--- config.mk ---
export PLATFORM = sky130hd
export DESIGN_NAME = mem_stage
export DESIGN_NICKNAME = d
export VERILOG_FILES = /design/src/common/mem_pkg.sv /design/src/mem_stage/lsu_ext.sv /design/src/mem_stage/mem_stage.sv
export SDC_FILE = /design/constraint.sdc
export NUM_CORES = 1
export LEC_CHECK = 0
export BUFFER_PORTS_ARGS = -buffer_cell sky130_fd_sc_hd__buf_2
export CORE_AREA = 4 4 142 144
export DETAILED_ROUTE_END_ITERATION = 10
export DIE_AREA = 0 0 146 148
export PLACE_DENSITY_LB_ADDON = 0.12
export SLEW_MARGIN = 10
export SYNTH_ARGS = -nofsm -noshare
export SYNTH_HDL_FRONTEND = slang
export SYNTH_SLANG_ARGS = --single-unit
--- constraint.sdc ---
create_clock -name vclk -period 2.89
set_input_delay 0.289 -clock vclk [all_inputs]
set_output_delay 0.289 -clock vclk [all_outputs]
set_load 0.02 [all_outputs]
--- src/common/mem_pkg.sv ---
`default_nettype none

package mem_pkg;

  localparam int XLEN      = 32;
  localparam int RAM_WORDS = 1024;
  localparam int RAM_AW    = $clog2(RAM_WORDS); // word index taken from addr[11:2]

  // memory op code carried down from ex
  typedef enum logic [3:0] {
    MEMOP_NONE = 4'd0,
    MEMOP_LB   = 4'd1,
    MEMOP_LBU  = 4'd2,
    MEMOP_LH   = 4'd3,
    MEMOP_LHU  = 4'd4,
    MEMOP_LW   = 4'd5,
    MEMOP_SB   = 4'd6,
    MEMOP_SH   = 4'd7,
    MEMOP_SW   = 4'd8
  } memop_e;

  // clint register map
  localparam logic [XLEN-1:0] MTIME_ADDR_LO    = 32'h0200_BFF8;
  localparam logic [XLEN-1:0] MTIME_ADDR_HI    = 32'h0200_BFFC;
  localparam logic [XLEN-1:0] MTIMECMP_ADDR_LO = 32'h0200_4000;
  localparam logic [XLEN-1:0] MTIMECMP_ADDR_HI = 32'h0200_4004;

  // one instruction from ex/mem
  typedef struct packed {
    logic [XLEN-1:0] inst_addr;
    logic [4:0]      rd_idx;
    memop_e          mem_op;
    logic [XLEN-1:0] alu_data;  // address for loads and stores
    logic [XLEN-1:0] rs2_data;  // store value
  } exmem_t;

  // result towards mem/wb
  typedef struct packed {
    logic [XLEN-1:0] inst_addr;
    logic [4:0]      rd_idx;
    logic [XLEN-1:0] wb_data;
  } memwb_t;

  typedef struct packed {
    logic            valid;
    logic            we;
    logic [XLEN-1:0] addr;
    logic [3:0]      mask;   // byte lanes
    logic [XLEN-1:0] wdata;
  } dmem_req_t;

  typedef struct packed {
    logic            valid;
    logic            we;
    logic [XLEN-1:0] addr;
    logic [XLEN-1:0] wdata;
  } clint_req_t;

  typedef struct packed {
    logic [XLEN-1:0] hi;
    logic [XLEN-1:0] lo;
  } timer_half_t;

  // 64-bit timer, compared whole but accessed per half on the bus
  typedef union packed {
    logic [2*XLEN-1:0] full;
    timer_half_t       half;
  } timer_word_u;

endpackage

`default_nettype wire

--- src/mem_stage/lsu_ext.sv ---
`timescale 1ns/1ps
`default_nettype none

module lsu_ext (
  input  logic [mem_pkg::XLEN-1:0] data_i,
  input  logic [1:0]               offset_i,
  input  logic [2:0]               size_i,    // one-hot {4, 2, 1} bytes
  input  logic                     signed_i,
  output logic [mem_pkg::XLEN-1:0] data_o
);

  logic [mem_pkg::XLEN-1:0] shifted;
  logic                     fill;

  // bring the addressed lane down to bit 0
  assign shifted = data_i >> {offset_i, 3'b000};

  always_comb begin
    fill = 1'b0;
    unique case (1'b1)
      size_i[0]: begin
        fill   = signed_i & shifted[7];
        data_o = {{24{fill}}, shifted[7:0]};
      end
      size_i[1]: begin
        fill   = signed_i & shifted[15];
        data_o = {{16{fill}}, shifted[15:0]};
      end
      default: begin
        data_o = shifted;  // full word
      end
    endcase
  end

endmodule

`default_nettype wire

--- src/mem_stage/mem_stage.sv ---
`timescale 1ns/1ps
`default_nettype none

module mem_stage (
  input  mem_pkg::exmem_t            exmem_i,
  output mem_pkg::dmem_req_t         dmem_req_o,
  input  logic                       dmem_ready_i,
  input  logic [mem_pkg::XLEN-1:0]   dmem_rdata_i,
  output mem_pkg::clint_req_t        clint_req_o,
  input  logic [mem_pkg::XLEN-1:0]   clint_rdata_i,
  output mem_pkg::memwb_t            memwb_o,
  output logic                       stall_o
);

  logic                     op_none;
  logic                     op_lb, op_lbu, op_lh, op_lhu, op_lw;
  logic                     op_sb, op_sh, op_sw;
  logic                     is_load, is_store, ls_valid;
  logic                     ls_signed;
  logic [2:0]               ls_size;     // one-hot {4, 2, 1} bytes
  logic [3:0]               base_mask;
  logic [1:0]               offset;
  logic [mem_pkg::XLEN-1:0] addr;
  logic [mem_pkg::XLEN-1:0] wdata_shifted;
  logic                     is_clint;
  logic                     ram_access;
  logic [mem_pkg::XLEN-1:0] rdata_sel;
  logic [mem_pkg::XLEN-1:0] load_data;

  assign op_none = (exmem_i.mem_op == mem_pkg::MEMOP_NONE);
  assign op_lb   = (exmem_i.mem_op == mem_pkg::MEMOP_LB);
  assign op_lbu  = (exmem_i.mem_op == mem_pkg::MEMOP_LBU);
  assign op_lh   = (exmem_i.mem_op == mem_pkg::MEMOP_LH);
  assign op_lhu  = (exmem_i.mem_op == mem_pkg::MEMOP_LHU);
  assign op_lw   = (exmem_i.mem_op == mem_pkg::MEMOP_LW);
  assign op_sb   = (exmem_i.mem_op == mem_pkg::MEMOP_SB);
  assign op_sh   = (exmem_i.mem_op == mem_pkg::MEMOP_SH);
  assign op_sw   = (exmem_i.mem_op == mem_pkg::MEMOP_SW);

  assign is_load   = op_lb | op_lbu | op_lh | op_lhu | op_lw;
  assign is_store  = op_sb | op_sh | op_sw;
  assign ls_valid  = is_load | is_store;
  assign ls_signed = op_lb | op_lh;  // lw needs no extension
  assign ls_size   = {op_lw | op_sw, op_lh | op_lhu | op_sh, op_lb | op_lbu | op_sb};

  assign addr   = exmem_i.alu_data;
  assign offset = addr[1:0];

  // lanes before alignment
  assign base_mask = ({4{ls_size[0]}} & 4'b0001)
                   | ({4{ls_size[1]}} & 4'b0011)
                   | ({4{ls_size[2]}} & 4'b1111);

  assign wdata_shifted = exmem_i.rs2_data << {offset, 3'b000};

  assign is_clint = (addr == mem_pkg::MTIME_ADDR_LO)
                  | (addr == mem_pkg::MTIME_ADDR_HI)
                  | (addr == mem_pkg::MTIMECMP_ADDR_LO)
                  | (addr == mem_pkg::MTIMECMP_ADDR_HI);

  assign ram_access = ls_valid & ~is_clint;

  always_comb begin
    dmem_req_o.valid = ram_access & ~dmem_ready_i;  // held until the ram answers
    dmem_req_o.we    = is_store;
    dmem_req_o.addr  = addr;
    dmem_req_o.mask  = base_mask << offset;  // misaligned spill is dropped
    dmem_req_o.wdata = wdata_shifted;
  end

  always_comb begin
    clint_req_o.valid = ls_valid & is_clint;
    clint_req_o.we    = is_store;
    clint_req_o.addr  = addr;
    clint_req_o.wdata = wdata_shifted;
  end

  assign stall_o   = dmem_req_o.valid;
  assign rdata_sel = is_clint ? clint_rdata_i : dmem_rdata_i;

  lsu_ext u_lsu_ext (
    .data_i   (rdata_sel),
    .offset_i (offset),
    .size_i   (ls_size),
    .signed_i (ls_signed),
    .data_o   (load_data)
  );

  always_comb begin
    memwb_o.inst_addr = exmem_i.inst_addr;
    memwb_o.rd_idx    = exmem_i.rd_idx;
    if (is_load) begin
      memwb_o.wb_data = load_data;
    end else if (op_none) begin
      memwb_o.wb_data = exmem_i.alu_data;  // alu result passes through
    end else begin
      memwb_o.wb_data = '0;                // stores write nothing back
    end
  end

endmodule

`default_nettype wire

# Word-level counts from Yosys, hierarchy flattened
# Cells that the tools add are included.
dict set report word_totals {
  wordCells 44
  mem_bits_ro 0
  latchBits 0
  mem_count 0
  ff_bits 0
  mem_bits_rw 0
  output_inout_bits 206
  in_bits 170
}
dict set report classes {
  multipliers 0
  add_sub_neg 0
  n_shift 3
  n_lt_le_gt_ge 0
  n_reduce_logical 1
  n_div 0
  n_bitwise 24
  muxes 4
  n_eq_ne 12
}
# cell n
set op_table {}
lappend op_table {{$eq A32 B26 Y1 const B} 4}
lappend op_table {{$mux W32} 3}
lappend op_table {{$pmux W32 S2} 1}
lappend op_table {{$shl A32 B5 Y32} 1}
lappend op_table {{$shr A32 B5 Y32} 1}
lappend op_table {{$eq A4 B3 Y1 const B} 4}
lappend op_table {{$or A1 B1 Y1} 15}
lappend op_table {{$eq A4 B2 Y1 const B} 2}
lappend op_table {{$and A1 B1 Y1} 5}
lappend op_table {{$eq A4 B1 Y1 const B} 1}
lappend op_table {{$eq A4 B4 Y1 const B} 1}
lappend op_table {{$logic_not A4 Y1} 1}
lappend op_table {{$or A2 B4 Y4} 1}
lappend op_table {{$shl A4 B2 Y4} 1}
lappend op_table {{$not A1 Y1} 2}
lappend op_table {{$or A1 B2 Y2} 1}

# Depth between registers and ports, before layout
# Gate-level depths: netlist of the first run.
dict set report logic_depth {
  ltp_word 9
  mapped_depth 10
  mapped_depth_nobuf 6
}

# Hierarchy
# A second synthesis of the first run with hierarchy kept.
dict set report hier_totals {
  hier_cells 446
  hier_area_um2 3284.4
}
# mod cells_each n_inst seq_area_each_um2 area_per_inst_um2
set modules_own_cells {}
lappend modules_own_cells {mem_stage 339 1 0.0 2514.9}
lappend modules_own_cells {lsu_ext 107 1 0.0 769.5}

# Worst setup path after synthesis of the first run
# Ideal clock, no wire load.
dict set report synth_timing {
  kind {input -> output}
  from {input port exmem_i[32] in the netlist's numbering}
  to {output port dmem_req_o[16] in the netlist's numbering}
  required_ns 2.601
  path_slack_ns 0.213
  path_buffers 5
  cell_stages 7
  arrival_ns 2.388
  cell_sequence {buf_2 clkbuf_1 buf_1 buf_1 mux2i_1 o21ai_0 buf_4}
}
# element line
set synth_lines {}
lappend synth_lines {{start, declared} mem_stage.sv:5} ;# input mem_pkg::exmem_t exmem_i,
lappend synth_lines {{end, declared} mem_stage.sv:6} ;# output mem_pkg::dmem_req_t dmem_req_o,

==> impl_metrics.tcl, run 1 <==
set metrics [dict create \
    setup_viol 0 \
    syn_nets 652 \
    swShare 0.648 \
    cpLargestDelayFamily "simple AND/OR/NAND/NOR gates" \
    post_cts_resized 0 \
    power.density_nw_per_um2 183 \
    num_vias 4122 \
    seq_power_share 0 \
    wl_per_cell_um 21.7 \
    finalCritPeriodShare 0.961 \
    synth.avg_cell_area_um2 6.65 \
    regArea_um2 0 \
    hold_buffers 0 \
    dp_hpwl_mm 16.6 \
    fmax_mhz 360 \
    drtAntennaViolNets 0 \
    dieArea_um2 21600 \
    die_x_um 146 \
    internal_power_mw 0.263 \
    fill_cells 2151 \
    end_kind "output port" \
    dpl-instance-area_um2 4070 \
    routed_wl_mm 19.0 \
    drt-pass1-iter-count 4 \
    path_cells "buf_2 -> nor4_1 -> and4_1 -> o21a_1 -> mux2i_1 -> or4_1 -> buf_12 -> nand3_1 -> buf_2" \
    worstSetupStartpointType "input port" \
    cp_max_fo 23 \
    drive_gt1_frac 0.537 \
    power.leakage_nw 2.27 \
    status "completed" \
    tightest_slew_ps 629 \
    min_period_ps 2780 \
    die_h_um 148 \
    grt_pass1_vias 4214 \
    ioPinCount 376 \
    cp.arrival_ps 2490 \
    initial_utilization 0.171 \
    gr-total-overflow 0 \
    path_common_cell "buf_2" \
    antenna_found_initial 9 \
    clkbuf_count 0 \
    critPathKind "input port to output port" \
    p_comb_frac 1.000 \
    grt_max_degree 41 \
    vdd_drop_max_mv 0.0750 \
    coreArea_um2 18700 \
    hold_viol 0 \
    worst-path-buf-inv 3 \
    crit_required_ps 2600 \
    grt_usage 0.158 \
    p_sw_mw 0.484 \
    portBuffers 302 \
    postCtsSetupRepairBufs 0 \
    synthCells 482 \
    maxCapViolations 0 \
    num_rows 50 \
    syn-cell-area_um2 3210 \
    final_net_count 811 \
    cpPeakStageDelay_ps 570 \
    yosys_warnings 0 \
    place.gp.congestion 0.847 \
    max_slew_margin 0.578 \
    slowest_stage "or4_1" \
    syn2layout_area_growth_pct 27.1 \
    ys_seq_area_frac 0 \
    fin_setup_tns_ps 0 \
    drv_slew 0 \
    hp-class "input port to output port" \
    hold_slack_ps 578 \
    drc_errors 0 \
    fin_area_um2 4080 \
    nFlopsAndLatches 0 \
    viasPerCell 4.70 \
    clockPowerShare 0 \
    synthDistinctLibCells 48 \
    drtIter0Drc 152 \
    rsz0062_at_grt "no" \
    grt_pass1_wl_mm 26.8 \
]
==> per-layer routing <==
layer	up-vias	share of wire	track usage
met1	1909	0.37	0.174
met3	14	0.094	0.0438
met5	-	0.0025	0
met2	260	0.53	0.315
li1	1929	-	-
met4	10	0.0029	0.00611
==> cells by family (layout without fill, tap and decap cells) <==
group | count (synthesis) | in the layout | synth area share
muxes | 41 | 41 | 0.135
xor gates and xnor gates | 1 | 1 | 0.00273
and+or+nand+nor | 173 | 173 | 0.291
buffers and inverters | 181 | 338 | 0.380
AOI/OAI and AO/OA | 86 | 86 | 0.192
other | 0 | 4 | 0
==> power by group through the flow <==
stage	Clock (mW)	Sequential, mW	Combinational [mW]
final	0.000000185	0	0.747
after global routing	0.000000139	0	0.800
after CTS	0	0	0.759
after detailed placement	0	0	0.756
after global placement	0	0	0.758
after floorplan	0	0	0.575
==> synthesized netlist by cell type, drive strengths merged (9+ instances only) <==
master / instances / area [um2]
nor3: 18 / 90.1
nand2: 36 / 135
and2: 10 / 62.6
a22oi: 14 / 105
nand4: 11 / 68.8
a211oi: 9 / 67.6
mux2i: 33 / 330
buf: 149 / 1100
nor2: 21 / 78.8
nor4: 17 / 113
clkbuf: 24 / 90.1
o21ai: 18 / 90.1
nand3: 18 / 90.1
a21oi: 11 / 55.1
or3: 13 / 81.3
nor2b: 10 / 62.6
==> final timing paths <==
path                         from           to  cells past startpoint
worst max-delay path  exmem_i[32]  memwb_o[13]                      9
worst min-delay path  exmem_i[90]  memwb_o[54]                      0
==> through the flow <==
stage,std cells,utilization,total power [mW],setup WS (ps)
after floorplan,482,-,0.575,213
after global placement,873,0.217,0.758,33.0
after detailed placement,873,0.217,0.756,99.6
after CTS,873,0.217,0.759,76.6
after global routing,876,0.218,0.800,11.4
final,877,0.218,0.747,114
==> final cells by class <==
class                           count  area, um2  share of cell area
Antenna cell                        4       10.0             0.00246
Inverter                            8       30.0             0.00737
Multi-Input combinational cell    301       2000               0.490
Tap cell                          234        293              0.0718
Timing Repair Buffer              330       1750               0.428
==> layout by cell type, fill, tap and decap left out, types with 3 or more instances in the layout <==
cell         n
nor2_1      21
buf_2      302
nand3_1     18
a2bb2oi_1    3
a22oi_1     14
nor2b_1     10
and2_1       9
o21ai_0     16
inv_1        8
nand4_1     11
buf_4       26
nor3_1      18
nand2_1     36
a21oi_1     11
a211oi_1     9
diode_2      4
o22a_1       6
o2111ai_1    6
mux2_2       7
o311ai_0     6
mux2i_1     33
nand2b_1     3
nor4_1      15
nand3b_1     4
and4_1       3
or3_1       13
a22o_1       7
(Power assumes the default switching activity.)
==> run 2, diff against run 1 <==
--- a/config.mk
+++ b/config.mk
@@ -10,6 +10,7 @@
 export DETAILED_ROUTE_END_ITERATION = 10
 export DIE_AREA = 0 0 146 148
 export PLACE_DENSITY_LB_ADDON = 0.12
+export REMOVE_ABC_BUFFERS = 1
 export SLEW_MARGIN = 10
 export SYNTH_ARGS = -nofsm -noshare
 export SYNTH_HDL_FRONTEND = slang
==> run 2 against run 1 <==
Combinational power is 1% lower. Critical path depth is 1 higher. Highest routed layer unchanged. Cell count is 0.11% higher.
==> impl_metrics.tcl, run 2 (same netlist as run 1, synthesis figures left out) <==
set metrics [dict create \
    grt_pass1_vias 4289 \
    worstSetupStartpointType "input port" \
    internal_power_mw 0.262 \
    hold_viol 0 \
    drc_errors 0 \
    syn2layout_area_growth_pct 28.9 \
    worst-path-buf-inv 4 \
    cp_num_cells 10 \
    clkbuf_count 0 \
    swShare 0.645 \
    drive_gt1_frac 0.544 \
    dp_hpwl_mm 16.7 \
    critPathKind "input port to output port" \
    vdd_drop_max_mv 0.0786 \
    viasPerCell 4.75 \
    cp.arrival_ps 2460 \
    p_total_mw 0.737 \
    portBuffers 302 \
    cpPeakStageDelay_ps 530 \
    clockPowerShare 0 \
    die_h_um 148 \
    p_sw_mw 0.475 \
    status "completed" \
    regArea_um2 0 \
    grt_pass1_wl_mm 27.8 \
    seq_power_share 0 \
    maxCapViolations 0 \
    crit_required_ps 2600 \
    tightest_slew_ps 535 \
    min_period_ps 2750 \
    wl_per_cell_um 22.6 \
    initial_utilization 0.171 \
    power.leakage_nw 2.28 \
    hold_buffers 0 \
    gr-total-overflow 0 \
    fin_setup_tns_ps 0 \
    nFlopsAndLatches 0 \
    dieArea_um2 21600 \
    postCtsSetupRepairBufs 0 \
    drtAntennaViolNets 0 \
    path_cells "buf_2 -> nor4_2 -> buf_4 -> and4_1 -> o21a_2 -> mux2i_1 -> or4_1 -> buf_12 -> nand3_1 -> buf_2" \
    slowest_stage "or4_1" \
    setup_viol 0 \
    p_comb_frac 1.000 \
    drv_slew 0 \
    antenna_found_initial 7 \
    drtIter0Drc 156 \
    num_rows 50 \
    finalCritPeriodShare 0.950 \
    cpLargestDelayFamily "simple AND/OR/NAND/NOR gates" \
    final_net_count 813 \
    hold_slack_ps 578 \
    routed_wl_mm 19.9 \
    place.gp.congestion 0.812 \
    grt_usage 0.167 \
    die_x_um 146 \
    drt-pass1-iter-count 4 \
    hp-class "input port to output port" \
    power.density_nw_per_um2 178 \
    coreArea_um2 18700 \
    num_vias 4168 \
    final_cell_mix "302 x buf_2, 36 x nand2_1, 33 x mux2i_1, 26 x buf_4, 21 x nor2_1" \
    max_slew_margin 0.639 \
    ioPinCount 376 \
    cp_max_fo 24 \
    fill_cells 2137 \
    final_common_cell "buf_2" \
    fmax_mhz 364 \
    grt_max_degree 51 \
    end_kind "output port" \
    path_common_cell "buf_2" \
    hold_depth 0 \
    post_cts_resized 0 \
    rsz0062_at_grt "no" \
]
-- run 2: cell types whose count changed in the layout (fill, tap and decap cells not counted) --
cell     delta
nor4_1      -3
nor4_2      +3
buf_12      +1
buf_6       +1
diode_2     -1
o21a_1      -1
o21a_2      +1
o21ai_2     -1
o21ai_4     +1
-- run 2: worst paths after layout --
path                 endpoint          from  slack, ps
setup / recovery  memwb_o[14]   exmem_i[35]        140
hold / removal    memwb_o[64]  exmem_i[100]        580
-- run 2: final cells by class --
type	count	area (um2)	share of cell area
Antenna cell	3	7.51	0.00182
Inverter	8	30.0	0.00727
Multi-Input combinational cell	301	2020	0.490
Tap cell	234	293	0.0708
Timing Repair Buffer	332	1780	0.430
-- run 2: metrics by stage --
stage | area [um2] | setup WS, ps | cells | utilization
3_5_place_dp | 4100 | 3.63 | 875 | 0.219
4_1_cts | 4100 | 3.55 | 875 | 0.219
2_1_floorplan | 2020 | -1020 | 309 | -
5_1_grt | 4130 | 15.1 | 877 | 0.221
3_3_place_gp | 4100 | 23.0 | 875 | 0.219
6_report | 4130 | 143 | 878 | 0.221
-- run 2: routing by layer --
| metal | GRT usage | routed length (um) |
|---|---|---|
| met5 | 0.0250 | 113 |
| met4 | 0.0188 | 265 |
| met3 | 0.0797 | 2620 |
| met2 | 0.281 | 9080 |
| met1 | 0.200 | 7800 |
-- run 2: power groups by stage --
stage,registers (mW),logic [mW],clock network (mW)
after floorplan,0,0.290,0
after global placement,0,0.748,0
after detailed placement,0,0.743,0
after CTS,0,0.746,0
after global routing,0,0.793,0.0000000925
final,0,0.737,0.000000139
