===== src/common/mem_pkg.sv =====
`default_nettype none

package mem_pkg;

  localparam int XLEN      = 32;
  localparam int RAM_WORDS = 1024;
  localparam int RAM_AW    = $clog2(RAM_WORDS); // word index taken from addr[11:2]

  // memory op code carried down from ex
  typedef enum logic [3:0] {
    MEMOP_NONE = 4'd0,
    MEMOP_LB   = 4'd1,
    MEMOP_LBU  = 4'd2,
    MEMOP_LH   = 4'd3,
    MEMOP_LHU  = 4'd4,
    MEMOP_LW   = 4'd5,
    MEMOP_SB   = 4'd6,
    MEMOP_SH   = 4'd7,
    MEMOP_SW   = 4'd8
  } memop_e;

  // clint register map
  localparam logic [XLEN-1:0] MTIME_ADDR_LO    = 32'h0200_BFF8;
  localparam logic [XLEN-1:0] MTIME_ADDR_HI    = 32'h0200_BFFC;
  localparam logic [XLEN-1:0] MTIMECMP_ADDR_LO = 32'h0200_4000;
  localparam logic [XLEN-1:0] MTIMECMP_ADDR_HI = 32'h0200_4004;

  // one instruction from ex/mem
  typedef struct packed {
    logic [XLEN-1:0] inst_addr;
    logic [4:0]      rd_idx;
    memop_e          mem_op;
    logic [XLEN-1:0] alu_data;  // address for loads and stores
    logic [XLEN-1:0] rs2_data;  // store value
  } exmem_t;

  // result towards mem/wb
  typedef struct packed {
    logic [XLEN-1:0] inst_addr;
    logic [4:0]      rd_idx;
    logic [XLEN-1:0] wb_data;
  } memwb_t;

  typedef struct packed {
    logic            valid;
    logic            we;
    logic [XLEN-1:0] addr;
    logic [3:0]      mask;   // byte lanes
    logic [XLEN-1:0] wdata;
  } dmem_req_t;

  typedef struct packed {
    logic            valid;
    logic            we;
    logic [XLEN-1:0] addr;
    logic [XLEN-1:0] wdata;
  } clint_req_t;

  typedef struct packed {
    logic [XLEN-1:0] hi;
    logic [XLEN-1:0] lo;
  } timer_half_t;

  // 64-bit timer, compared whole but accessed per half on the bus
  typedef union packed {
    logic [2*XLEN-1:0] full;
    timer_half_t       half;
  } timer_word_u;

endpackage

`default_nettype wire


===== src/clint.sv =====
`timescale 1ns/1ps
`default_nettype none

module clint (
  input  logic                     clk,
  input  logic                     reset_i,
  input  mem_pkg::clint_req_t      req_i,
  output logic [mem_pkg::XLEN-1:0] rdata_o,
  output logic                     timer_irq_o
);

  mem_pkg::timer_word_u mtime;
  mem_pkg::timer_word_u mtimecmp;
  mem_pkg::timer_word_u mtime_n;
  logic                 wr_en;

  assign wr_en = req_i.valid & req_i.we;

  // read mux, no wait state
  always_comb begin
    case (req_i.addr)
      mem_pkg::MTIME_ADDR_LO:    rdata_o = mtime.half.lo;
      mem_pkg::MTIME_ADDR_HI:    rdata_o = mtime.half.hi;
      mem_pkg::MTIMECMP_ADDR_LO: rdata_o = mtimecmp.half.lo;
      mem_pkg::MTIMECMP_ADDR_HI: rdata_o = mtimecmp.half.hi;
      default:                   rdata_o = '0;
    endcase
  end

  // a written half takes the bus value instead of the count
  always_comb begin
    mtime_n.full = mtime.full + 64'd1;
    if (wr_en && req_i.addr == mem_pkg::MTIME_ADDR_LO) begin
      mtime_n.half.lo = req_i.wdata;
    end
    if (wr_en && req_i.addr == mem_pkg::MTIME_ADDR_HI) begin
      mtime_n.half.hi = req_i.wdata;
    end
  end

  always_ff @(posedge clk) begin
    if (reset_i) begin
      mtime.full    <= '0;
      mtimecmp.full <= '1;   // no interrupt until programmed
      timer_irq_o   <= 1'b0;
    end else begin
      mtime <= mtime_n;
      if (wr_en && req_i.addr == mem_pkg::MTIMECMP_ADDR_LO) begin
        mtimecmp.half.lo <= req_i.wdata;
      end
      if (wr_en && req_i.addr == mem_pkg::MTIMECMP_ADDR_HI) begin
        mtimecmp.half.hi <= req_i.wdata;
      end
      timer_irq_o <= (mtime.full >= mtimecmp.full);
    end
  end

endmodule

`default_nettype wire


===== config.mk =====
export PLATFORM = sky130hd
export DESIGN_NAME = clint
export DESIGN_NICKNAME = d
export VERILOG_FILES = /design/src/common/mem_pkg.sv /design/src/clint.sv
export SDC_FILE = /design/constraint.sdc
export NUM_CORES = 1
export LEC_CHECK = 0
export BUFFER_PORTS_ARGS = -buffer_cell sky130_fd_sc_hd__buf_4
export CORE_UTILIZATION = 50
export CTS_CLUSTER_SIZE = 16
export DETAILED_ROUTE_END_ITERATION = 10
export PLACE_DENSITY = 0.78
export SLEW_MARGIN = 20
export SYNTH_ARGS = -nofsm -noshare
export SYNTH_HDL_FRONTEND = slang
export SYNTH_SLANG_ARGS = --single-unit

===== constraint.sdc =====
create_clock -name clk -period 3.06 [get_ports clk]
set_input_delay 0.612 -clock clk [delete_from_list [all_inputs] [get_ports clk]]
set_output_delay 0.612 -clock clk [all_outputs]
set_load 0.1 [all_outputs]

Word-level counts from Yosys, hierarchy flattened
Index checks and enable logic that the tools add are counted.
{"block": "word_totals", "ff_bits": 129, "latchBits": 0, "ramBits": 0, "romBits": 0, "input_bits": 68, "wordCells": 18, "mem_count": 0}
{"block": "op_classes", "add_sub_neg": 1, "multipliers": 0, "n_div": 0, "magnitude_cmp": 1, "n_eq_ne": 4, "n_shift": 0, "n_mux": 3, "n_bitwise": 1, "n_reduce_logical": 4}
{"op": "equality test 32 x 26 -> 1 bit (second input constant)", "count": 4}
{"op": "one-hot mux 32 bit (4 select lines)", "count": 1}
{"op": "adder 64 x 1 -> 64 bit (second input constant)", "count": 1}
{"op": ">= comparator 64 bit", "count": 1}
{"op": "2-to-1 mux 32 bit", "count": 2}
{"op": "logical AND 1 bit", "count": 4}
{"op": "bitwise AND 1 bit", "count": 1}

Depth between registers and ports, before layout
Gate-level depths: netlist of the first run.
{"block": "logic_depth", "depth_word": 3, "mapped_depth": 8}

Worst setup path before layout of the first run
OpenSTA, ideal clock, no wires.
{"block": "synth_timing", "kind": "input to output", "from": "input port req_i[54] (netlist name)", "to": "output port rdata_o[0] (netlist name)", "t_arrival_ns": 2.627, "slack_ns": -0.179, "path_stages": 6, "n_path_buf": 1, "cell_sequence": "nor4b_1 and4_1 nand3_1 nor2_1 clkbuf_1 a221o_1"}
{"block": "synth_via", "elab_chain_len": 2}
{"element": "start: declaration", "line_no": "clint.sv:7", "source": "input mem_pkg::clint_req_t req_i,"}
{"element": "equality test 32 x 26 -> 1 bit", "line_no": "clint.sv:21", "source": "case (req_i.addr)"}
{"element": "one-hot mux 32 bit (4 select lines) (*)", "line_no": "clint.sv:21"}
{"element": "end: declaration", "line_no": "clint.sv:8", "source": "output logic [mem_pkg::XLEN-1:0] rdata_o,"}
Every way passes the cells marked *; elsewhere a longest branch is shown, timed or not.

Worst setup path in the final report of the first run
{"block": "layout_timing", "from": "input port req_i[50] (netlist name)", "to": "output port rdata_o[29] (netlist name)"}
Same word-level chain as after synthesis.

==> results of run 1 <==
-- flip-flops by register name (all words and copies together), names as in the netlist --
signal       count
timer_irq_o      1
mtimecmp        64
mtime           64
-- stage by stage --
stage	utilization [%]	instance area [um2]	worst slack, ns	hold WS [ns]
finish	62.38	9873	0.1332	0.4356
global route	62.38	9873	0.02014	0.4359
CTS	61.49	9733	0.05686	0.4303
detailed placement	57.61	9119	0.07482	0.5038
global placement	57.61	9119	0.09385	0.4899
floorplan	-	8128	0.06544	0.4676
-- area by class of cell --
class	count	area, um2
repair buffers	121	1079
inverters	72	270.3
clock inverters	13	161.4
multi-input cells	719	5057
clock buffers	19	452.9
well taps	216	270.3
flip-flops and latches	129	2582
fillers	1357	5954
-- routing by layer --
layer | GRT usage, % | share of wire (%)
met5 | 0 | 0
met4 | 13.77 | 3.5
met3 | 6.482 | 6.1
met2 | 46.58 | 47
met1 | 37.02 | 44
-- report_power, final --
group / leakage, nW / internal (mW) / switching, mW / total, mW
clock: 0.291 / 1.32 / 0.798 / 2.12
combinational: 3.27 / 0.0798 / 0.0925 / 0.172
sequential: 1.04 / 1.68 / 0.00562 / 1.69
-- cell usage in the layout, fill, tap and decap left out, types with 4 or more instances in the layout --
master | synthesis | final
buf_12 | 0 | 4
buf_4 | 2 | 85
buf_6 | 0 | 32
a21o_1 | 8 | 8
nand4_1 | 27 | 27
clkinvlp_4 | 0 | 4
inv_1 | 72 | 71
nor3_2 | 4 | 4
nor3_1 | 4 | 4
and3_1 | 17 | 17
nor4_1 | 9 | 8
dfxtp_1 | 129 | 129
nor2_1 | 120 | 118
o21ai_0 | 10 | 10
xnor2_1 | 24 | 24
a211oi_1 | 61 | 61
ha_1 | 65 | 65
nand2_1 | 102 | 102
nor4_2 | 3 | 4
a21oi_1 | 25 | 25
a221o_2 | 1 | 30
nand3_1 | 35 | 35
o211ai_1 | 66 | 66
clkbuf_16 | 0 | 17
and4_1 | 5 | 5
mux2i_1 | 33 | 33
xor2_1 | 38 | 38
-- worst max-delay path by stage --
stage,slack [ns],start,end,depth (start not counted)
after global routing,0.02,req_i[50],rdata_o[17],8
after floorplan,0.07,req_i[38],rdata_o[17],5
final,0.13,req_i[50],rdata_o[29],8
after detailed placement,0.07,req_i[54],rdata_o[29],8
after CTS,0.06,req_i[54],rdata_o[29],8
after global placement,0.09,req_i[54],rdata_o[29],8
-- repair_timing --
| action | CTS | global route |
|---|---|---|
| gates resized for setup | 0 | 34 |
| endpoints found under the setup margin | 0 | 32 |
| setup buffers | 0 | 1 |
-- tightest hold or removal path: cells and delay by family --
family / cells / cell delay [ns]
AOI/OAI and AO/OA: 1 / 0.07
and+or+nand+nor: 1 / 0.05
buffers and inverters: 1 / 0.10
-- kinds of logic after synthesis --
group / share of synthesized area (%)
fa+ha+maj: 10.05
buf+inv: 6.402
mux: 4.082
xor+xnor: 6.711
simple gates: 20.95
compound gates: 19.89
flops: 31.92
==> impl_metrics.csv, run 1 <==
group,metric,value,unit
power_and_ir_drop,p_total,3.979,mW
setup_path,cpPeakStageDelay,0.32,ns
floorplan,ios,101,
sta,period_share,95.65,%
clock_network,clock_latency,0.44,ns
sta,worstMarginPinSlew,0.7549,ns
yosys,yosysWarnings,0,
setup_path,crit_slowest_cell,"nor4_1",
clock_network,htree_levels,4,
clock_network,cts_tree,"done",
power_and_ir_drop,leakagePower,4.599,nW
flow_run,cap_viol_max_count,0,
floorplan,rows,46,
yosys,synth_seq_cells,129,
yosys,syn_inst,977,
yosys,ys.flop_type,"dfxtp_1",
sta,drv_slew,0,
sta,period_needed,2.927,ns
yosys,synth_edf_count,0,
sta,hold_viol,0,
hold_path,min_delay_worst_endpoint,"mtimecmp[52]$_SDFFE_PP1P_",
yosys,syn_area,0.008092,mm2
place,hpwl,16710,um
yosys,synth.distinct_cells,50,
place,portBuffers,100,
clock_network,cts_made_buffers,17,
hold_path,hold_start,"req_i[20]",
yosys,synth_top_cell_by_area,"dfxtp_1",
setup_path,arrival,2.31,ns
floorplan,start_util,51.12,%
routing,vias_per_cell,5.943,
routing,vias,7660,
sta,setup_viol_count_final,0,
place,gp_congestion,0.8659,
yosys,ys_top_cells_by_count,"129 x dfxtp_1, 120 x nor2_1, 102 x nand2_1, 72 x inv_1, 66 x o211ai_1",
sta,fin_tns_setup,0,ns
setup_path,start_kind,"input pin",
global_route,grt_pass1_vias,7245,
hold_path,worstHoldPathCells,3,
global_route,grt_remaining_overflow,0,
sta,max_freq,0.3417,GHz
routing,drt-total-wl,23350,um
yosys,synth_top_area_share,31.92,%
routing,wl_per_cell,18.11,um
power_and_ir_drop,p_per_area,403.0,mW/mm2
floorplan,core,0.01583,mm2
global_route,grt_use_total,29.05,%
setup_path,crit_type,"input pin to output pin",
setup_path,rrSetupSlack,0.61,ns
clock_network,clkTransAtPathRegs,0.06,ns
layout,syn2layout_area_growth,22.02,%
place,dp.cells,1256,
sta,relSlewSlack,49.67,%
global_route,antenna_found_initial,0,
routing,drcViolationCount,0,
setup_path,worstPathCellList,"buf_4 -> nor4_1 -> and4_1 -> nand3_1 -> nor2_2 -> buf_12 -> a221o_1 -> buf_6",
yosys,avgSynthCellArea,8.282,um2
setup_path,worstPathRequired,2.45,ns
layout,diodes,0,
floorplan,fp.dieH,129.2,um
clock_network,cts_root_buf,"clkbuf_16",
yosys,ys_async_sr_fraction,0,%
clock_network,cts_sinks,129,
setup_path,worst_setup_path_end_kind,"output pin",
global_route,grt_pass1_wl,37380,um
yosys,syn_nets,1110,
hold_path,hold_path_class,"input pin to flop",
clock_network,clock_path_buffers,2,
setup_path,path_max_fanout,32,
routing,drt_iter0_markers,505,
setup_path,r2r_cells,8,
yosys,synth_seq_area_share,31.92,%
sta,rsz0062_at_grt,"no",
routing,drtPass1Iterations,5,
routing,ant_nets,0,
setup_path,reg2reg_from,"mtime[0]$_SDFF_PP0_",
layout,drive_gt1_share,19.57,%
clock_network,cts_hold_buf,0,
floorplan,die_area,0.01670,mm2
yosys,synth_area_leaders,"dfxtp_1 32%, ha_1 10%, o211ai_1 6.1%, a211oi_1 5.7%, nor2_1 5.6%",
status,outcome,"finished clean",
sta,clock_skew,0.01127,ns
global_route,grt_max_degree,65,
setup_path,critPathTopFamily,"simple AND/OR/NAND/NOR gates",
setup_path,critPathBufInv,3,
floorplan,die_w,129.2,um
layout,nNetsFinal,1193,
yosys,yosysMostFrequentCell,"dfxtp_1",
setup_path,reg2reg_to,"mtime[36]$_SDFF_PP0_",
power_and_ir_drop,vdd_drop_max,0.4089,mV
layout,finalNonFillerCells,1289,
Note: power is estimated with default switching activity, not from simulation.
==> run 2, diff against run 1 <==
--- a/config.mk
+++ b/config.mk
@@ -7,6 +7,7 @@
 export LEC_CHECK = 0
 export BUFFER_PORTS_ARGS = -buffer_cell sky130_fd_sc_hd__buf_4
 export CORE_UTILIZATION = 50
+export CTS_BUF_LIST = sky130_fd_sc_hd__clkbuf_4 sky130_fd_sc_hd__clkbuf_8
 export CTS_CLUSTER_SIZE = 16
 export DETAILED_ROUTE_END_ITERATION = 10
 export PLACE_DENSITY = 0.78
==> run 2 against run 1 <==
Net effect: die area stayed put; maximum frequency is 1.1% lower; worst setup slack worse by 0.034 ns; total power is 14% lower; sequential cell count stayed put; largest cell class unchanged; first-iteration DRC count is 8.5% higher.
==> impl_metrics.csv, run 2 (same netlist as run 1, synthesis figures left out) <==
group,metric,value,unit
place,portBuffers,100,
power_and_ir_drop,p_per_area,352.3,mW/mm2
sta,period_share,96.75,%
global_route,antenna_found_initial,0,
clock_network,clkTransAtPathRegs,0.08,ns
layout,multi_input_area,0.005067,mm2
hold_path,hold_path_class,"input pin to flop",
setup_path,worstPathRequired,2.45,ns
floorplan,die_area,0.01670,mm2
sta,setup_viol_count_final,0,
sta,period_needed,2.961,ns
layout,syn2layout_area_growth,20.09,%
sta,fin_tns_setup,0,ns
sta,worstMarginPinSlew,0.7596,ns
clock_network,cts_hold_buf,0,
setup_path,crit_type,"input pin to output pin",
floorplan,core,0.01583,mm2
clock_network,clock_path_buffers,2,
sta,holdWs,0.4075,ns
setup_path,arrival,2.35,ns
sta,rsz0062_at_grt,"no",
layout,regArea,0.002582,mm2
global_route,grt_pass1_wl,36610,um
power_and_ir_drop,vdd_drop_max,0.2871,mV
layout,diodes,0,
setup_path,rrSetupSlack,0.63,ns
setup_path,worst_setup_path_end_kind,"output pin",
floorplan,ios,101,
sta,hold_viol,0,
layout,fill_cells,1378,
clock_network,htree_levels,4,
routing,wl_per_cell,18.05,um
floorplan,fp.dieH,129.2,um
routing,drt_iter0_markers,548,
power_and_ir_drop,leakagePower,4.522,nW
sta,clock_skew,0.01806,ns
place,hpwl,16710,um
layout,nNetsFinal,1194,
routing,vias_per_cell,5.935,
global_route,grt_pass1_vias,7110,
flow_run,cap_viol_max_count,0,
clock_network,clock_latency,0.47,ns
global_route,grt_max_degree,65,
floorplan,start_util,51.12,%
clock_network,cts_sinks,129,
layout,reg.largest.list,"mtime x64, mtimecmp x64, timer_irq_o x1",
status,outcome,"finished clean",
routing,drtPass1Iterations,7,
floorplan,die_w,129.2,um
clock_network,cts_made_buffers,17,
routing,drt-total-wl,23290,um
routing,ant_nets,0,
floorplan,rows,46,
setup_path,path_max_fanout,16,
clock_network,cts_tree,"done",
routing,vias,7656,
sta,drv_slew,0,
clock_network,cts_root_buf,"clkbuf_8",
routing,drcViolationCount,0,
layout,layout_commonest_cell,"dfxtp_1",
layout,drive_gt1_share,19.74,%
sta,relSlewSlack,49.36,%
layout,final_cell_mix,"129 x dfxtp_1, 118 x nor2_1, 102 x nand2_1, 85 x buf_4, 71 x inv_1",
global_route,grt_use_total,28.33,%
setup_path,start_kind,"input pin",
place,gp_congestion,0.8659,
sta,max_freq,0.3378,GHz
global_route,grt_remaining_overflow,0,
-- run 2: final timing paths --
check,start,endpoint,depth (start not counted)
hold / removal,req_i[20],mtimecmp[52]$_SDFFE_PP1P_,3
setup reg to reg,mtime[0]$_SDFF_PP0_,mtime[52]$_SDFF_PP0_,8
hold reg to reg,mtimecmp[30]$_SDFFE_PP1P_,mtimecmp[30]$_SDFFE_PP1P_,2
setup / recovery,req_i[50],rdata_o[2],8
-- run 2: per-stage QoR --
step                total power, mW  utilization (%)  worst slack, ns  cells  area [um2]
floorplan                     1.781                -          0.06544    977        8128
global placement              1.892            57.61          0.09385   1256        9119
detailed placement            1.895            57.61          0.07482   1256        9119
CTS                           3.426            60.28          0.05686   1288        9542
global route                  3.522            61.39          0.01918   1290        9717
finish                        3.424            61.39          0.09949   1290        9717
-- run 2: layout make-up --
cell class              instances  share of cell area [%]
inverters                      72                   2.781
flip-flops and latches        129                   26.58
well taps                     216                   2.781
clock buffers                  19                   2.691
repair buffers                122                   11.36
clock inverters                13                   1.661
multi-input cells             719                   52.15
-- run 2: layer usage --
layer	global-route usage (%)	share of wire (%)	vias to the layer above	routed length, um
li1	-	-	3712	-
met1	36.80	45	3653	10430
met2	45.76	47	252	11040
met3	6.317	5.6	39	1309
met4	10.87	2.2	0	512
met5	0	0	-	0
-- run 2: power breakdown --
part           total, mW  switching (mW)  internal (mW)
Clock               1.56           0.719          0.846
Combinational      0.172          0.0927         0.0798
Sequential          1.69         0.00575           1.68
Total               3.42           0.817           2.61
-- run 2: worst max-delay path: stages --
cell	delay, ns
buf_4	0.10
nor4_1	0.32
and4_1	0.28
nand3_2	0.13
nor2_4	0.25
clkbuf_16	0.24
a221o_2	0.18
buf_6	0.22
-- run 2: repair_timing --
action / 4_1_cts / 5_1_grt
gates resized for setup: 0 / 36
setup endpoints to repair: 0 / 32
buffers inserted: 0 / 1
==> run 3, diff against run 2 <==
--- a/config.mk
+++ b/config.mk
@@ -10,7 +10,7 @@
 export CTS_BUF_LIST = sky130_fd_sc_hd__clkbuf_4 sky130_fd_sc_hd__clkbuf_8
 export CTS_CLUSTER_SIZE = 16
 export DETAILED_ROUTE_END_ITERATION = 10
-export PLACE_DENSITY = 0.78
+export PLACE_DENSITY = 0.81
 export SLEW_MARGIN = 20
 export SYNTH_ARGS = -nofsm -noshare
 export SYNTH_HDL_FRONTEND = slang
==> constraint.sdc (replaced) <==
create_clock -name clk -period 2.5 [get_ports clk]
set_input_delay 0.5 -clock clk [delete_from_list [all_inputs] [get_ports clk]]
set_output_delay 0.5 -clock clk [all_outputs]
set_load 0.1 [all_outputs]
==> run 3 against run 2 <==
Net effect: the run now ends with negative setup slack left; combinational power increased by 37%; global-route usage increased by 3.8 points; register-to-register slack got worse by 0.44 ns; sequential cell count unchanged; non-clock buffer count increased by 36; worst hold slack got worse by 0.12 ns; clock-buffer cell count increased by 9; sequential share of layout area decreased by 3.2 points; final cell count increased by 2.7%; highest routed layer unchanged.
==> impl_metrics.csv, run 3 (same netlist as run 1, synthesis figures left out) <==
group,metric,value,unit
flow_run,cap_viol_max_count,0,
floorplan,die_w,129.2,um
global_route,grt_use_total,32.13,%
clock_network,cts_root_buf,"clkbuf_8",
setup_path,worstSetupEndpoint,"rdata_o[4]",
clock_network,cts_tree,"done",
setup_path,critPathTopFamily,"simple AND/OR/NAND/NOR gates",
floorplan,core,0.01583,mm2
sta,max_freq,0.3766,GHz
sta,setup_viol_count_final,32,
clock_network,cts_sinks,129,
routing,ant_nets,0,
global_route,grt.met2_usage,55.28,%
sta,clock_skew,0.01026,ns
clock_network,clkTransAtPathRegs,0.07,ns
routing,wl_per_cell,19.94,um
routing,drt_iter0_markers,781,
routing,vias,8123,
layout,diodes,0,
routing,drtPass1Iterations,5,
sta,worstMarginPinSlew,0.6171,ns
status,outcome,"finished with violations",
floorplan,fp.dieH,129.2,um
power_and_ir_drop,leakagePower,5.046,nW
setup_path,r2r_cells,7,
setup_path,start_kind,"input pin",
setup_path,path_max_fanout,9,
sta,drv_slew,0,
status,violations,"negative setup slack",
sta,worst_slack,-0.1550,ns
routing,drcViolationCount,0,
power_and_ir_drop,vdd_drop_max,0.3744,mV
global_route,grt_remaining_overflow,0,
layout,fill_cells,1133,
layout,reg.largest.list,"mtime x64, mtimecmp x64, timer_irq_o x1",
setup_path,reg2reg_to,"mtime[46]$_SDFF_PP0_",
setup_path,crit_type,"input pin to output pin",
routing,drt-total-wl,26420,um
global_route,antenna_found_initial,0,
sta,rsz0062_at_grt,"yes",
global_route,grt_max_degree,43,
setup_path,worstPathRequired,2.00,ns
setup_path,cpPeakStageDelay,0.53,ns
power_and_ir_drop,p_total,4.245,mW
sta,period_share,106.2,%
layout,fin_util,69.82,%
floorplan,rows,46,
setup_path,reg2reg_from,"mtime[0]$_SDFF_PP0_",
layout,final_cell_mix,"129 x dfxtp_1, 102 x nand2_1, 100 x buf_4, 86 x nor2_1, 71 x inv_1",
layout,syn2layout_area_growth,36.57,%
sta,hold_viol,0,
global_route,busiest_layer,"met2",
global_route,grt_pass1_vias,8074,
place,place_ws,-0.3417,ns
sta,relSlewSlack,58.48,%
global_route,gr-usage-met3,6.317,%
sta,holdWs,0.2883,ns
setup_path,cp_num_cells,9,
setup_path,critPathBufInv,4,
clock_network,cts_made_buffers,17,
layout,nNetsFinal,1230,
global_route,grt_pass1_wl,41120,um
setup_path,arrival,2.16,ns
layout,layout_commonest_cell,"dfxtp_1",
setup_path,worst_setup_path_end_kind,"output pin",
floorplan,ios,101,
setup_path,crit_slowest_cell,"or4_4",
layout,drive_gt1_share,25.88,%
routing,vias_per_cell,6.131,
global_route,grt_util_met1,37.96,%
sta,period_needed,2.655,ns
hold_path,hold_path_class,"input pin to flop",
place,portBuffers,100,
setup_path,crit_path_start,"req_i[38]",
clock_network,clock_latency,0.47,ns
place,gp_congestion,0.8784,
floorplan,die_area,0.01670,mm2
clock_network,cts_hold_buf,0,
power_and_ir_drop,p_per_area,384.1,mW/mm2
setup_path,rrSetupSlack,0.19,ns
clock_network,htree_levels,4,
hold_path,worstHoldPathCells,3,
setup_path,worstPathCellList,"buf_6 -> or4_4 -> nor3_2 -> nand4_1 -> buf_6 -> buf_12 -> nor2_4 -> a221o_4 -> buf_12",
floorplan,start_util,51.12,%
place,hpwl,18130,um
clock_network,clock_path_buffers,2,
[run 3: repair_timing]
item / CTS / global route
setup endpoints to repair: 32 / 34
resized for setup: 164 / 20
hold endpoints to repair: 0 / 0
setup buffers: 1 / 1
pin swaps: 8 / 13
gates cloned: 2 / 3
[run 3: metrics by stage]
step,instance area [um2],setup TNS (ns),std cells
2_1_floorplan,8454,-1.443,977
3_3_place_gp,9742,-9.530,1287
3_5_place_dp,9742,-12.38,1287
4_1_cts,10870,-2.960,1321
5_1_grt,11050,-6.341,1325
6_report,11050,-4.183,1325
[run 3: how the worst min path moves through the flow]
stage                                          from                        end
after floorplan            mtimecmp[0]$_SDFFE_PP1P_   mtimecmp[0]$_SDFFE_PP1P_
after global placement    mtimecmp[22]$_SDFFE_PP1P_  mtimecmp[22]$_SDFFE_PP1P_
after detailed placement  mtimecmp[32]$_SDFFE_PP1P_  mtimecmp[32]$_SDFFE_PP1P_
after CTS                                  req_i[0]   mtimecmp[0]$_SDFFE_PP1P_
after global routing                      req_i[28]  mtimecmp[60]$_SDFFE_PP1P_
final                                      req_i[0]   mtimecmp[0]$_SDFFE_PP1P_
[run 3: layout make-up]
type / count / area, um2 / area share (%)
clock buffer: 28 / 360.3 / 3.261
clock inverter: 3 / 67.56 / 0.6114
inverter: 72 / 270.3 / 2.446
multi-input combinational: 719 / 5627 / 50.92
sequential: 129 / 2582 / 23.37
tap: 216 / 270.3 / 2.446
timing repair buffer: 158 / 1873 / 16.95
[run 3: where the power goes]
group          total, mW  switching [mW]  internal (mW)
sequential          2.07         0.00799           2.06
clock               1.94           0.831           1.11
combinational      0.235           0.125          0.110
[run 3: worst min-delay path, cell delays in order]
cell     delay, ns
buf_4         0.10
mux2i_1       0.06
nand2_1       0.05
[run 3: per-layer routing]
| metal | share of wire [%] | vias to the layer above |
|---|---|---|
| met5 | 0 | - |
| met4 | 3.7 | 0 |
| met1 | 40 | 3902 |
| met2 | 49 | 362 |
| met3 | 7.3 | 84 |
| li1 | - | 3775 |
